==> src/hw/axi_mem_pkg.sv <==
// Shared widths, depth, response codes and channel payloads for the burst memory
// Addresses count words, not bytes. Depth must stay a power of two for MEM_AW
// len fields carry the beat count minus one, as on AXI
package axi_mem_pkg;

	localparam int ADDR_W    = 32;   // Word address width
	localparam int DATA_W    = 32;   // One word per beat
	localparam int MEM_WORDS = 1024; // Memory depth in words
	localparam int MEM_AW    = $clog2(MEM_WORDS); // 10 bit index
	localparam int LEN_W     = 8;    // Up to 256 beats

	// Response codes
	localparam logic [1:0] RESP_OKAY   = 2'b00;
	localparam logic [1:0] RESP_SLVERR = 2'b10;

	// Address request, shared by aw and ar
	typedef struct packed {
		logic [ADDR_W-1:0] addr; // Start word address
		logic [LEN_W-1:0]  len;  // Beats minus one
	} addr_req_t;

	// Write data beat
	typedef struct packed {
		logic [DATA_W-1:0] data;
		logic              last; // Final beat of the burst
	} w_beat_t;

	// Read data beat
	typedef struct packed {
		logic [DATA_W-1:0] data;
		logic [1:0]        resp; // Per-beat status
		logic              last;
	} r_beat_t;

	// Memory write port
	typedef struct packed {
		logic              en;
		logic [MEM_AW-1:0] idx;
		logic [DATA_W-1:0] data;
	} mem_wr_t;

endpackage

==> src/hw/axi_mem_write_ctrl.sv <==
// Write channel controller, one burst at a time, incrementing addresses only
// Beats at or beyond MEM_WORDS are dropped and the burst answers SLVERR
// A last flag that disagrees with len ends the burst with SLVERR
`timescale 1ns/1ps

module axi_mem_write_ctrl import axi_mem_pkg::*; (
	input  logic       clk,
	input  logic       rst_n,
	// Write address channel
	input  addr_req_t  aw,
	input  logic       aw_valid,
	output logic       aw_ready,
	// Write data channel
	input  w_beat_t    w,
	input  logic       w_valid,
	output logic       w_ready,
	// Write response channel
	output logic [1:0] b_resp,
	output logic       b_valid,
	input  logic       b_ready,
	// Memory write port
	output mem_wr_t    mem_wr
);

	typedef enum logic [1:0] {ST_ADDR, ST_DATA, ST_RESP} wr_state_t;

	wr_state_t         state;
	logic [ADDR_W-1:0] cur_addr;  // Word address of the next beat
	logic [LEN_W-1:0]  beat_cnt;  // Beats accepted so far
	logic [LEN_W-1:0]  burst_len; // Beats minus one
	logic              err;       // Sticky burst error
	logic              in_range;
	logic              last_bad;
	logic              beat_err;
	logic              aw_fire;
	logic              w_fire;
	logic              b_fire;

	assign aw_fire  = aw_valid && aw_ready;
	assign w_fire   = w_valid && w_ready;
	assign b_fire   = b_valid && b_ready;

	assign in_range = (cur_addr < ADDR_W'(MEM_WORDS));
	assign last_bad = (w.last != (beat_cnt == burst_len)); // Early or missing last
	assign beat_err = !in_range || last_bad;

	always_ff @(posedge clk) begin
		mem_wr.en <= 1'b0; // Single-cycle write strobe
		if (!rst_n) begin
			state    <= ST_ADDR;
			aw_ready <= 1'b0;
			w_ready  <= 1'b0;
			b_valid  <= 1'b0;
			err      <= 1'b0;
		end else begin
			case (state)
			ST_ADDR: begin
				if (aw_fire) begin
					cur_addr  <= aw.addr;
					burst_len <= aw.len;
					beat_cnt  <= '0;
					err       <= 1'b0;
					aw_ready  <= 1'b0;
					w_ready   <= 1'b1; // Open data channel next cycle
					state     <= ST_DATA;
				end else begin
					aw_ready  <= 1'b1;
				end
			end
			ST_DATA: begin
				if (w_fire) begin
					mem_wr.en   <= in_range; // Out of range beats are dropped
					mem_wr.idx  <= cur_addr[MEM_AW-1:0];
					mem_wr.data <= w.data;
					cur_addr    <= cur_addr + 1'b1;
					beat_cnt    <= beat_cnt + 1'b1;
					err         <= err || beat_err;
					if (w.last) begin
						w_ready <= 1'b0;
						b_valid <= 1'b1;
						b_resp  <= (err || beat_err) ? RESP_SLVERR : RESP_OKAY;
						state   <= ST_RESP;
					end
				end
			end
			ST_RESP: begin
				if (b_fire) begin // Response held until taken
					b_valid  <= 1'b0;
					aw_ready <= 1'b1;
					state    <= ST_ADDR;
				end
			end
			default: state <= ST_ADDR;
			endcase
		end
	end

endmodule

==> config.mk <==
export PLATFORM = sky130hd
export DESIGN_NAME = axi_mem_write_ctrl
export DESIGN_NICKNAME = d
export VERILOG_FILES = /design/src/hw/axi_mem_pkg.sv /design/src/hw/axi_mem_write_ctrl.sv
export SDC_FILE = /design/constraint.sdc
export NUM_CORES = 1
export LEC_CHECK = 0
export ABC_AREA = 1
export CORE_UTILIZATION = 45
export DETAILED_ROUTE_END_ITERATION = 8
export DONT_BUFFER_PORTS = 1
export PLACE_DENSITY_LB_ADDON = 0.3
export SYNTH_ARGS = -nofsm -noshare
export SYNTH_HDL_FRONTEND = slang
export SYNTH_SLANG_ARGS = --single-unit
==> constraint.sdc <==
create_clock -name clk -period 3 [get_ports clk]
set_input_delay 0.15 -clock clk [delete_from_list [all_inputs] [get_ports clk]]
set_output_delay 0.15 -clock clk [all_outputs]
set_load 0.1 [all_outputs]
==> results of run 1 <==
==> how the worst max path moves through the flow <==
stage	endpoint	cells past startpoint	start
after detailed placement	cur_addr[9]	6	aw_ready
after floorplan	beat_cnt[0]	4	aw_ready
final	cur_addr[10]	6	aw_ready
after global routing	cur_addr[28]	7	state[1]
after CTS	cur_addr[9]	7	state[1]
after global placement	cur_addr[14]	7	state[1]
==> per-stage QoR <==
stage / total power [mW] / std cells / worst slack (ns) / hold slack (ns)
floorplan: 2.69 / 516 / 0.172 / 0.249
global placement: 2.88 / 652 / 1.08 / 0.249
detailed placement: 2.90 / 652 / 1.02 / 0.249
CTS: 3.81 / 733 / 1.00 / 0.00605
global route: 4.01 / 733 / 0.849 / 0.00120
finish: 3.78 / 733 / 1.01 / 0.0200
==> where the power goes <==
group,leakage [nW],internal (mW),total [mW],switching (mW)
clock,0.0910,0.389,0.838,0.449
combinational,1.24,0.301,0.928,0.627
sequential,0.889,1.76,2.01,0.252
total,2.22,2.45,3.78,1.33
==> cells by family (layout without fill, tap and decap cells) <==
family | count (synthesis) | count (layout) | synth area share, %
AOI/OAI and AO/OA | 38 | 38 | 4.37
xor gates and xnor gates | 10 | 10 | 1.84
buffers and inverters | 54 | 135 | 4.85
DFF | 98 | 98 | 60.5
adders and majority gates | 2 | 2 | 0.527
other | 1 | 1 | 0.0789
and+or+nand+nor | 313 | 313 | 27.9
==> metal layers <==
layer	vias up	routed length, um	GRT usage [%]
met2	140	4850	32.1
met4	0	119	6.14
met1	1672	4820	27.2
li1	1843	-	-
met3	10	720	4.55
met5	-	0	0
==> sequential cells by signal (all words and copies together), names as in the netlist <==
name       flops
state          2
beat_cnt       8
b_resp         1
w_ready        1
cur_addr      32
err            1
mem_wr        43
burst_len      8
b_valid        1
aw_ready       1
==> area by class of cell <==
type | count | area, um^2
clock buffer | 12 | 135
inverter | 46 | 173
clock inverter | 4 | 51.3
fill | 907 | 4510
timing repair buffer | 73 | 711
sequential | 98 | 2870
tap | 136 | 170
multi-input combinational | 364 | 1660
==> placed cells by master (no fill, tap or decap), types with 8 or more instances in the layout <==
| cell | synthesis | routed |
|---|---|---|
| nand2_1 | 180 | 180 |
| nor3_1 | 8 | 8 |
| o21ai_0 | 17 | 17 |
| clkbuf_8 | 2 | 9 |
| dlygate4sd3_1 | 0 | 65 |
| nand3_1 | 28 | 28 |
| edfxtp_1 | 91 | 91 |
| buf_4 | 1 | 8 |
| nor2_1 | 72 | 71 |
| a21oi_1 | 9 | 9 |
| inv_1 | 43 | 43 |
==> what timing repair did <==
item                                   CTS  global route
endpoints found under the hold margin   66             0
resized for setup                        0             0
hold buffers                            65             0
==> impl_results.md, run 1 <==
* Status: finished clean
* Hold Path Origin: aw[14]
* Yosys reg bits at 98
* # Max-Cap Violations at 0
* HP Class: input port to flip-flop
* Largest net degree at the start of global routing at 44
* CP arrival at 1.99 ns
* RSZ-0062 raised after global routing: false
* CP Cell Sequence: buf_4 -> nand2_1 -> nand2_1 -> nand3_1 -> nor2_4 -> buf_4
* Final min period at 1.99 ns
* GRT Util Overall at 20.1%
* Most numerous cell in the Yosys netlist: nand2_1
* R2R Setup Slk at 1.01 ns
* Final net count at 672
* Sequential share of the synthesized area at 60.5%
* Clk sinks at 98
* Core Util, Final at 56.1%
* Max incr delay on CP at 0.46 ns
* Average wire per standard cell at 14.3 um
* Rel. slew slack at 37.6%
* Ranking of synthesized cells by area: edfxtp_1 (58%), nand2_1 (14%), nor2_1 (5.7%)
* Starting Density at 46.2%
* Most frequent cells after synthesis: nand2_1 (180), edfxtp_1 (91), nor2_1 (72), inv_1 (43), nand3_1 (28)
* Post-synth EDFFs at 91
* Yosys top cell area share at 57.5%
* Setup tns final at 0 ns
* Count of final hold-check violations at 0
* First-pass GRT wire length at 17.1 mm
* Crit end category: flip-flop
* Period utilization at 66.3%
* DR pass1 iterations at 5
* Buffers on Ports at 0
* Post-DP Area at 4930 um^2
* Asr flop ratio synth at 0%
* H-Tree Depth at 3
* R2R depth at 6
* Ratio of cells with drive above 1 in the final layout at 6.87%
* Cell Pwr Density at 655 nW/um^2
* Worst-case clock buffer depth at 2
* Cell area after layout at 5770 um^2
* Clock skew at 0.0120 ns
* Fin. max-slew vios at 0
* Syn Std Cell Area at 4750 um^2
* Die W at 105 um
* Pleak at 2.22 nW
* RePlAce Congestion at 0.910
* TritonCTS clock tree: yes
* YS warnings at 0
* # setup viols final at 0
* Dpl hpwl at 7.55 mm
* Post-CTS setup buffers at 0
* Worst setup path category: flip-flop to flip-flop
* Primary FF master, synth: edfxtp_1
* Clk Latency, worst-skew pair at 0.36 ns
* Iter 0 DRT Violations at 303
* RR Startpoint: aw_ready
* Antenna cells at 0
* WL final at 10.5 mm
* Worst-Margin Slew at 0.935 ns
* I/O Pins at 126
* Synth unique cells at 34
* Syn_nets at 596
* Area Overhead vs Synth at 21.4%
* FF-to-FF End: cur_addr[10]
* Worst vdd ir at 0.000345 V
* Die Height at 105 um
* Syn Area/Cell at 9.21 um^2
* Initial antenna violation count at 0
* CTS buffer count at 9
* Setup crit start kind: flip-flop
* Worst-path clk slew at 0.09 ns
* CP bufs+invs at 2
* WHS Path Cells at 2
* Core footprint at 10,300 um^2
* CP top delay family: buffers and inverters
* Overflow after GRT at 0
* Synth Instances at 516
* CP max stage cell: buf_4
* Worst endpoint required time at 3.00 ns
* CTS root buf: clkbuf_8
* Vias in the first global route at 3,464
* Die area at 11,000 um^2
* Max Fanout on Critical Path at 40
* Post-synth top area cell: edfxtp_1
* Residual DRC at 0
* Hold Path End: cur_addr[6]
* Via count at 3,665
* Max Clk Rate at 502 MHz
* Vias per Instance at 5.00
* # rows at 37
* DRT antenna net count at 0
No activity file was read; power rests on OpenSTA's default activity.
==> run 2: changes to the inputs <==
==> constraint.sdc (replaced) <==
create_clock -name clk -period 1.95 [get_ports clk]
set_input_delay 0.0975 -clock clk [delete_from_list [all_inputs] [get_ports clk]]
set_output_delay 0.0975 -clock clk [all_outputs]
set_load 0.1 [all_outputs]
==> impl_results.md, run 2 (synthesis results as in run 1) <==
* Buffers on Ports at 0
* Slack of the critical path at 0.170 ns
* RSZ-0062 raised after global routing: false
* Core footprint at 10,300 um^2
* Max Fanout on Critical Path at 5
* Antenna cells at 0
* Int Pwr at 3.75 mW
* RePlAce Congestion at 0.889
* Period utilization at 91.3%
* DRT antenna net count at 0
* R2R depth at 10
* Average wire per standard cell at 14.1 um
* First-pass GRT wire length at 17.8 mm
* Die area at 11,000 um^2
* Clk sinks at 98
* Overflow after GRT at 0
* WHS Path Cells at 2
* Logic pwr share at 29.0%
* Power share of the clock group at 20.0%
* Worst-Margin Slew at 0.504 ns
* Worst setup path category: flip-flop to flip-flop
* Status: finished clean
* Regs by FF count: mem_wr: 43 flops, cur_addr: 32 flops
* Rel. slew slack at 66.1%
* Most used cell, CP: nand2_1
* Initial antenna violation count at 0
* Ratio of cells with drive above 1 in the final layout at 15.8%
* Dpl hpwl at 8.04 mm
* Worst vdd ir at 0.000714 V
* Final net count at 732
* Pleak at 2.49 nW
* Final min period at 1.78 ns
* CTS buffer count at 9
* Starting Density at 46.2%
* TritonCTS clock tree: yes
* DR pass1 iterations at 5
* Largest net degree at the start of global routing at 43
* Vias in the first global route at 3,656
* CTS root buf: clkbuf_8
* Setup crit start kind: flip-flop
* Most used cells in the layout excluding fill and tap cells: nand2_1 (180), edfxtp_1 (91), dlygate4sd3_1 (71)
* CP top delay family: simple AND/OR/NAND/NOR gates
* Cell Pwr Density at 935 nW/um^2
* Most flops, register: mem_wr
* Residual DRC at 0
* HP Class: input port to flip-flop
* Count of final hold-check violations at 0
* Max incr delay on CP at 0.42 ns
* Clk Latency, worst-skew pair at 0.38 ns
* # Max-Cap Violations at 0
* Area Overhead vs Synth at 31.8%
* WL final at 11.2 mm
* Via count at 3,878
* Clock skew at 0.0143 ns
* Smallest hold slack at 0.0121 ns
* GRT Util Overall at 21.0%
* Max reg flops at 43
* Total power draw at 5.86 mW
* CP bufs+invs at 1
* Iter 0 DRT Violations at 193
* I/O Pins at 126
* H-Tree Depth at 3
* Die Height at 105 um
* # setup viols final at 0
* WP depth at 10
* Sw power at 2.11 mW
* CP max stage cell: edfxtp_1
* Worst endpoint required time at 2.10 ns
* CP arrival at 1.93 ns
* # rows at 37
* CP Cell Sequence: ha_1 -> nand2_1 -> inv_1 -> nand2_2 -> nor2_2 -> nand2_1 -> nor2_1 -> nand2_1 -> nand3_1 -> nand2_1
* Fin. max-slew vios at 0
* Vias per Instance at 4.89
* Setup WS pre-CTS at 0.124 ns
* Share of power burned in registers at 50.9%
* Setup tns final at 0 ns
* Worst-path clk slew at 0.10 ns
* Crit end category: flip-flop
* Worst-case clock buffer depth at 2
* Net Sw Frac at 36.0%
* Max Clk Rate at 562 MHz
* Die W at 105 um
* Most common cell after layout, fill and taps aside: nand2_1
run 2: changes by cell type in the layout (fill, tap and decap cells not counted), moves of 3 or more:
cell | previous run | this run
buf_4 | 8 | 60
clkinvlp_4 | 1 | 4
dlygate4sd3_1 | 65 | 71
nor2_1 | 71 | 68
nor2_2 | 3 | 6
run 2: path summary, 6_finish.rpt:
check	from	end	slack, ns
max	cur_addr[1]	cur_addr[16]	0.17
min	aw[20]	cur_addr[12]	0.01
max reg2reg	cur_addr[1]	cur_addr[16]	0.17
min reg2reg	err	err	0.48
run 2: power by group through the flow:
stage          clock network (mW)  logic [mW]  registers [mW]
4_1_cts                      1.22        1.66            2.98
2_1_floorplan                   0       0.939            3.21
5_1_grt                      1.28        1.90            3.02
3_3_place_gp                    0        1.51            3.02
3_5_place_dp                    0        1.54            3.03
6_report                     1.17        1.70            2.98
run 2: area by class of cell:
| cell class | count | area, um^2 |
|---|---|---|
| flip-flops and latches | 98 | 2880 |
| well taps | 136 | 170 |
| clock inverters | 6 | 41.3 |
| inverters | 46 | 176 |
| fillers | 929 | 4020 |
| repair buffers | 133 | 1200 |
| multi-input cells | 364 | 1660 |
| clock buffers | 10 | 128 |
run 2: what timing repair did:
| item | in CTS | in global routing |
|---|---|---|
| hold buffers | 72 | 0 |
| endpoints found under the setup margin | 0 | 3 |
| setup buffers | 0 | 7 |
| hold endpoints to repair | 73 | 0 |
| resized for setup | 0 | 4 |
run 2: metrics by stage:
stage	utilization (%)	std cells	cell area (um^2)
floorplan	-	516	4770
global placement	51.8	699	5320
detailed placement	51.8	699	5320
CTS	60.4	787	6210
global route	60.9	793	6260
finish	60.9	793	6260
run 2: per-layer routing:
metal	vias up	wire length, um	GRT usage (%)	share of wire [%]
met5	-	0	0	0
met4	0	194	8.45	1.7
met3	16	774	4.68	6.9
met2	153	5130	34.7	46
met1	1737	5060	26.9	45
li1	1972	-	-	-
