File: config.mk
export PLATFORM = sky130hd
export DESIGN_NAME = axi_mem_read_ctrl
export DESIGN_NICKNAME = d
export VERILOG_FILES = /design/src/hw/axi_mem_pkg.sv /design/src/hw/axi_mem_read_ctrl.sv
export SDC_FILE = /design/constraint.sdc
export NUM_CORES = 1
export LEC_CHECK = 0
export BUFFER_PORTS_ARGS = -buffer_cell sky130_fd_sc_hd__clkbuf_2
export CAP_MARGIN = 25
export CORE_ASPECT_RATIO = 0.6
export CORE_UTILIZATION = 47
export CTS_CLUSTER_DIAMETER = 60
export CTS_CLUSTER_SIZE = 10
export DETAILED_ROUTE_END_ITERATION = 6
export GPL_ROUTABILITY_DRIVEN = 0
export PLACE_DENSITY_LB_ADDON = 0.3
export SYNTH_ARGS = -nofsm -noshare
export SYNTH_HDL_FRONTEND = slang
export SYNTH_SLANG_ARGS = --single-unit
File: constraint.sdc
create_clock -name clk -period 4.81 [get_ports clk]
set_input_delay 0.481 -clock clk [delete_from_list [all_inputs] [get_ports clk]]
set_output_delay 0.481 -clock clk [all_outputs]
set_load 0.01 [all_outputs]
File: src/hw/axi_mem_pkg.sv
// Shared widths, depth, response codes and channel payloads for the burst memory
// Addresses count words, not bytes. Depth must stay a power of two for MEM_AW
// len fields carry the beat count minus one, as on AXI
package axi_mem_pkg;

	localparam int ADDR_W    = 32;   // Word address width
	localparam int DATA_W    = 32;   // One word per beat
	localparam int MEM_WORDS = 1024; // Memory depth in words
	localparam int MEM_AW    = $clog2(MEM_WORDS); // 10 bit index
	localparam int LEN_W     = 8;    // Up to 256 beats

	// Response codes
	localparam logic [1:0] RESP_OKAY   = 2'b00;
	localparam logic [1:0] RESP_SLVERR = 2'b10;

	// Address request, shared by aw and ar
	typedef struct packed {
		logic [ADDR_W-1:0] addr; // Start word address
		logic [LEN_W-1:0]  len;  // Beats minus one
	} addr_req_t;

	// Write data beat
	typedef struct packed {
		logic [DATA_W-1:0] data;
		logic              last; // Final beat of the burst
	} w_beat_t;

	// Read data beat
	typedef struct packed {
		logic [DATA_W-1:0] data;
		logic [1:0]        resp; // Per-beat status
		logic              last;
	} r_beat_t;

	// Memory write port
	typedef struct packed {
		logic              en;
		logic [MEM_AW-1:0] idx;
		logic [DATA_W-1:0] data;
	} mem_wr_t;

endpackage

File: src/hw/axi_mem_read_ctrl.sv
// Read channel controller, one burst at a time, incrementing addresses only
// Every beat takes fetch, capture and present, so a beat appears 2 cycles
// after the ar transfer or the previous r transfer
// Out of range beats return zero data with SLVERR
`timescale 1ns/1ps

module axi_mem_read_ctrl import axi_mem_pkg::*; (
	input  logic              clk,
	input  logic              rst_n,
	// Read address channel
	input  addr_req_t         ar,
	input  logic              ar_valid,
	output logic              ar_ready,
	// Read data channel
	output r_beat_t           r,
	output logic              r_valid,
	input  logic              r_ready,
	// Memory read port
	output logic              rd_en,
	output logic [MEM_AW-1:0] rd_idx,
	input  logic [DATA_W-1:0] rd_data
);

	typedef enum logic [1:0] {
		ST_IDLE,    // Waiting for ar
		ST_FETCH,   // Memory read issued
		ST_CAPTURE, // rd_data valid this cycle
		ST_PRESENT  // Beat on the bus
	} rd_state_t;

	rd_state_t         state;
	logic [ADDR_W-1:0] cur_addr;  // Word address of the current beat
	logic [LEN_W-1:0]  beat_cnt;
	logic [LEN_W-1:0]  burst_len;
	logic              in_range;
	logic              last_beat;
	logic              ar_fire;
	logic              r_fire;

	assign ar_fire   = ar_valid && ar_ready;
	assign r_fire    = r_valid && r_ready;

	assign in_range  = (cur_addr < ADDR_W'(MEM_WORDS));
	assign last_beat = (beat_cnt == burst_len);

	// Only in-range words reach the memory
	assign rd_en     = (state == ST_FETCH) && in_range;
	assign rd_idx    = cur_addr[MEM_AW-1:0];

	always_ff @(posedge clk) begin
		if (!rst_n) begin
			state    <= ST_IDLE;
			ar_ready <= 1'b0;
			r_valid  <= 1'b0;
		end else begin
			case (state)
			ST_IDLE: begin
				if (ar_fire) begin
					cur_addr  <= ar.addr;
					burst_len <= ar.len;
					beat_cnt  <= '0;
					ar_ready  <= 1'b0;
					state     <= ST_FETCH;
				end else begin
					ar_ready  <= 1'b1;
				end
			end
			ST_FETCH: state <= ST_CAPTURE; // Memory registers the word
			ST_CAPTURE: begin
				r.data  <= in_range ? rd_data : '0;
				r.resp  <= in_range ? RESP_OKAY : RESP_SLVERR;
				r.last  <= last_beat;
				r_valid <= 1'b1;
				state   <= ST_PRESENT;
			end
			ST_PRESENT: begin
				if (r_fire) begin // Beat stays frozen until taken
					r_valid  <= 1'b0;
					cur_addr <= cur_addr + 1'b1;
					beat_cnt <= beat_cnt + 1'b1;
					if (r.last) begin
						ar_ready <= 1'b1;
						state    <= ST_IDLE;
					end else begin
						state    <= ST_FETCH;
					end
				end
			end
			default: state <= ST_IDLE;
			endcase
		end
	end

endmodule

==> qor.yml, run 1 <==
run_status:
  status: "finished clean"
critical_path:
  crit_path_start: "cur_addr[15]"
  worst_setup_path_start_kind: "flop"
  cp.required_ns: 4.33
  worstPathMaxFanout: 34
  crit_path_end: "rd_en"
  cp.arrival_ns: 2.41
  reg2regPathDepth: 5
  ff2ff_setup_slack_ns: 2.36
  timing.rr.start: "state[1]"
  criticalPathCategory: "flop to output port"
  end_kind: "output port"
  rr_endpoint: "beat_cnt[6]"
logic_synthesis:
  synth_common_cells: "edfxtp_1 (82), nor2_1 (45), and2_1 (35)"
  ys_warn_count: 0
  synth_cells: 380
  synth_top_family_by_area: "simple AND/OR/NAND/NOR gates"
  synth_top_cell_area_share_pct: 57.0
  synth_simple_gate_area_share_pct: 21.0
  synth_mux_area_share_pct: 0.492
  ys.flop_type: "edfxtp_1"
  syn-mean-instance-area_sq_um: 11.4
  synth_area_leaders: "edfxtp_1 (57%), and2_1 (5.1%), xnor2_1 (4.1%)"
  synth-edff-count: 82
  synth_compound_area_share_pct: 8.05
  synth_xor_area_share_pct: 5.27
  yosysMostFrequentCell: "edfxtp_1"
  ys_ff_latch: 86
  synth_largest_area_cell: "edfxtp_1"
  ys_types: 40
  synthesis.area_sq_um: 4320
  yosysSeqAreaShare_pct: 58.9
  synthArstFlopShare_pct: 0
  synthAdderAreaFrac_pct: 1.74
  synth_fp_nets: 462
power_and_ir_drop:
  pwr_density_cell_nw_per_um2: 426
  p_leak_nw: 2.01
  ir_worst_vdd_mv: 0.268
clock_tree:
  post_cts_buffers: 0
  htreeDepth: 3
  cts_hold_buf: 0
  cts_tree: "done"
  cts_buffer_depth: 2
  clock_sinks: 86
  cts_resized: 0
  cts_root_buf: "clkbuf_16"
  cts_buffers: 9
  clkLatencyLatePin_ns: 0.34
  clkTransAtPathRegs_ns: 0.06
timing:
  finalCritPeriodShare_pct: 60.2
  rsz0062_at_grt: "no"
  setup_tns_ns: 0
  post-route-min-period_ns: 2.89
  slew_headroom_pct: 54.5
  tightest_slew_ns: 0.681
  fin_skew_ns: 0.00774
  hold_viol_final: 0
  slew_violations: 0
  fmax_ghz: 0.345
  setup_viol: 0
finish:
  nFillCells: 742
  nets: 572
  stdcell_count: 607
  seqCellArea_sq_um: 2540
  antenna_cells: 0
  multi_input_area_sq_um: 1600
  final_layout_size_suffix_gt1_share_pct: 29.7
  area_delta_synth_final_pct: 21.8
routing:
  wl_per_cell_microns: 15.4
  drtIter0Drc: 257
  drtPass1Iterations: 5
  final_antenna_net_count: 0
  drc: 0
  vias_per_cell: 5.42
  drt-total-wl_microns: 9370
  vias: 3290
global_route:
  antenna_found_initial: 0
  track_usage_pct: 20.6
  grt_pass1_wl_microns: 15300
  grt_pass1_vias: 3058
  grt_max_degree: 41
  grt_overflow: 0
die:
  io_pins: 124
  die_area_sq_um: 9590
  die_x_microns: 126
  initial_utilization_pct: 49.5
  core_area_sq_um: 8720
  die-height_microns: 76.3
  rows: 26
run:
  cap_violations: 0
place:
  dpl.hpwl_microns: 6710
  placement.io_buffers: 122
  dp_cells: 591
hold_path:
  hold_class: "input pin to flop"
report_power, final:
| group | switching [mW] | internal [mW] |
|---|---|---|
| clock | 0.293 | 0.403 |
| sequential | 0.129 | 0.985 |
| combinational | 0.259 | 0.175 |
flip-flops by register name, summed over array words and instances (netlist names):
signal and count:
r 34, beat_cnt 8, r_valid 1, cur_addr 32, ar_ready 1, burst_len 8, state 2
cells by family (layout without fill, tap and decap cells):
group / Yosys count / in the layout
compound gates: 56 / 56
xor+xnor: 26 / 26
fa+ha+maj: 6 / 6
buf+inv: 38 / 153
flops: 86 / 86
mux: 2 / 2
other cells: 1 / 1
simple gates: 165 / 165
area by class of cell:
class / count / area share [%]
tap: 112 / 2.66
timing repair buffer: 126 / 12.2
sequential: 86 / 48.3
clock buffer: 9 / 4.28
multi-input combinational: 256 / 30.4
inverter: 11 / 0.785
clock inverter: 7 / 1.40
worst max-delay path: stages (launching register included):
cell	delay, ns
edfxtp_1	0.51
nor4_1	0.52
nand4_1	0.25
nor4_4	0.19
buf_4	0.30
and2_1	0.17
clkbuf_2	0.13
placed cells by master, fill, tap and decap left out, types with 9 or more instances in the layout:
cell,n
clkbuf_2,122
edfxtp_1,82
nor2_1,45
and2_1,35
xnor2_1,20
a31oi_1,18
nand3_1,17
or4_1,14
nand2_1,14
a21oi_1,14
inv_1,11
nand4_1,10
o31ai_1,10
nor4_1,9
or3_1,9
clkbuf_16,9
through the flow:
stage               instance area, sq um  utilization [%]  hold slack (ns)  power (mW)  worst slack, ns
floorplan                           4320                -            0.488        1.42            0.316
global placement                    4960             56.9            0.509        1.54             2.40
detailed placement                  4960             56.9            0.522        1.56             2.33
CTS                                 5260             60.4            0.309        2.26             1.94
global route                        5260             60.4            0.306        2.36             1.83
finish                              5260             60.4            0.319        2.24             1.92
layer usage:
metal / vias to the layer above / routed length [microns] / global-route usage, %
li1: 1622 / - / -
met1: 1523 / 4480 / 29.4
met2: 136 / 4130 / 30.6
met3: 9 / 655 / 5.90
met4: 0 / 104 / 6.14
met5: - / 0 / 0
worst min path at each step:
stage | start | end | slack, ns | cells after the start
after floorplan | state[0] | state[0] | 0.49 | 2
after global placement | state[0] | state[0] | 0.51 | 2
after detailed placement | state[0] | state[0] | 0.52 | 2
after CTS | ar[3] | burst_len[3] | 0.31 | 1
after global routing | ar[0] | burst_len[0] | 0.31 | 1
final | ar[3] | burst_len[3] | 0.32 | 1
No activity file was read; power rests on OpenSTA's default activity.
==> inputs of run 2 (changes only) <==
- ABC_AREA: unset -> 1
- CORE_UTILIZATION: 47 -> 48
- clock period: 4.81 -> 2.42 ns (I/O delays scaled with it)
==> run 2 against run 1 <==
Effect of this change: critical path depth up 1; register-to-register slack worse by 1.8 ns; global-route usage increased by 1.6 points; critical path type unchanged; largest power group unchanged.
==> qor.yml, run 2 <==
logic_synthesis:
  synth_area_leaders: "edfxtp_1 (53%), nand2_1 (12%), nor2_1 (6.3%)"
  ys_ff_latch: 86
  synthArstFlopShare_pct: 0
  synth_cells: 539
  synth_fp_nets: 621
  synth_top_cell_area_share_pct: 52.7
  syn-mean-instance-area_sq_um: 8.67
  yosysSeqAreaShare_pct: 54.4
  ys_types: 29
  ys.flop_type: "edfxtp_1"
  synth_largest_area_cell: "edfxtp_1"
  synthesis.area_sq_um: 4670
  yosysMostFrequentCell: "nand2_1"
  ys_warn_count: 0
  synth-edff-count: 82
  synth_common_cells: "nand2_1 (153), edfxtp_1 (82), nor2_1 (78)"
routing:
  vias: 3844
  drtPass1Iterations: 6
  wl_per_cell_microns: 13.5
  drc: 0
  vias_per_cell: 4.86
  drt-total-wl_microns: 10700
  final_antenna_net_count: 0
  drtIter0Drc: 336
critical_path:
  end_kind: "output port"
  cp.required_ns: 2.18
  worstPathMaxFanout: 34
  max_stage_delay_ns: 0.47
  worst_setup_path_start_kind: "flop"
  criticalPathCategory: "flop to output port"
  worst-path-buf-inv: 3
  cp.arrival_ns: 1.78
  crit_family: "buffers and inverters"
  crit_chain: "inv_1 > nand4_1 > nor2_1 > nand4_2 > buf_4 > nor2_1 > clkbuf_2"
  cp_slowest_cell: "edfxtp_1"
  critical_path.most_common_cell: "nor2_1"
die:
  io_pins: 124
  core_area_sq_um: 9320
  die-height_microns: 78.4
  die_area_sq_um: 10100
  die_x_microns: 129
  rows: 27
  initial_utilization_pct: 50.1
finish:
  final_common_cell: "nand2_1"
  nFillCells: 837
  layout_common_cells: "nand2_1 (153), clkbuf_2 (122), edfxtp_1 (82)"
  regMostFlops: "r"
  multi_input_area_sq_um: 1700
  nets: 738
  area_delta_synth_final_pct: 21.4
  antenna_cells: 0
  largest_reg_flops: 34
  seqCellArea_sq_um: 2540
  final_design_area_no_fill_sq_um: 5670
  reg_top3: "r x34, cur_addr x32"
  final_layout_size_suffix_gt1_share_pct: 25.9
clock_tree:
  cts_buffer_depth: 2
  htreeDepth: 3
  cts_resized: 0
  cts_root_buf: "clkbuf_16"
  post_cts_buffers: 0
  clock_sinks: 86
  cts_buffers: 9
  clkTransAtPathRegs_ns: 0.06
  clkLatencyLatePin_ns: 0.34
  cts_hold_buf: 0
  cts_tree: "done"
place:
  placed_cell_area_sq_um: 5350
  dpl.hpwl_microns: 7990
  placement.io_buffers: 122
timing:
  setup_tns_ns: 0
  rsz0062_at_grt: "no"
  fmax_ghz: 0.493
  tightest_slew_ns: 0.707
  finalCritPeriodShare_pct: 83.8
  fin_skew_ns: 0.00426
  slew_headroom_pct: 52.7
  setup_viol: 0
  hold_viol_final: 0
  post-route-min-period_ns: 2.03
  slew_violations: 0
power_and_ir_drop:
  p_leak_nw: 2.60
  ir_worst_vdd_mv: 0.385
  pwr_density_cell_nw_per_um2: 852
run:
  cap_violations: 0
global_route:
  grt_pass1_vias: 3537
  grt_pass1_wl_microns: 17000
  track_usage_pct: 22.3
  antenna_found_initial: 0
  grt_overflow: 0
  grt_max_degree: 41
run_status:
  status: "finished clean"
hold_path:
  hold_class: "input pin to flop"
## run 2: cell types whose count changed in the layout (fill, tap and decap cells not counted), moves of 16 or more
cell,before,now
nand2_1,14,153
inv_1,11,71
and2_1,35,0
nor2_1,45,78
nand3_1,17,39
a31oi_1,18,1
o21ai_0,2,18
## run 2: kinds of logic (layout without fill, tap and decap cells)
kind of cell,Yosys count,after routing,share of synthesized area (%)
xor gates and xnor gates,16,16,3.00
other,1,1,0.0802
buffers and inverters,96,218,9.18
adders and majority gates,6,6,1.61
AOI/OAI and AO/OA,28,28,3.08
and+or+nand+nor,306,306,28.6
DFF,86,86,54.4
## run 2: report_power, final
| part | switching (mW) | internal [mW] |
|---|---|---|
| Combinational | 0.756 | 0.398 |
| Clock | 0.586 | 0.908 |
| Sequential | 0.196 | 1.99 |
## run 2: layer usage
| metal | global-route usage, % | share of wire, % | up-vias |
|---|---|---|---|
| li1 | - | - | 1939 |
| met1 | 31.3 | 47 | 1731 |
| met2 | 33.4 | 44 | 169 |
| met3 | 6.88 | 9.0 | 5 |
| met4 | 5.53 | 0.73 | 0 |
| met5 | 0 | 0 | - |
## run 2: path summary, 6_finish.rpt
check	start	endpoint	slack, ns	depth (start not counted)
worst max-delay path	cur_addr[18]	rd_en	0.39	7
worst min-delay path	ar[3]	burst_len[3]	0.08	1
worst max register to register	state[0]	cur_addr[22]	0.53	7
worst min register to register	ar_ready	ar_ready	0.50	2
## run 2: metrics by stage
step                setup slack [ns]  cells  hold slack, ns  power (mW)  util (%)
floorplan                      0.116    539           0.341        2.97         -
global placement               0.721    775           0.420        3.30      57.4
detailed placement             0.576    775           0.421        3.36      57.4
CTS                            0.397    791          0.0743        4.86      60.9
global route                   0.222    791          0.0658        5.10      60.9
finish                         0.393    791          0.0779        4.83      60.9
## run 2: worst register-to-register path, delay by kind of cell (launching register included)
kind	cells	cell delay [ns]
compound gates	1	0.18
fa+ha+maj	1	0.27
buf+inv	2	0.33
flops	1	0.41
simple gates	3	0.36
## run 2: cell type report
class | count | area share (%)
Clock buffer | 9 | 3.97
Clock inverter | 7 | 1.70
Inverter | 74 | 4.90
Multi-Input combinational cell | 357 | 30.0
Sequential cell | 86 | 44.8
Tap cell | 130 | 2.87
Timing Repair Buffer | 128 | 11.8
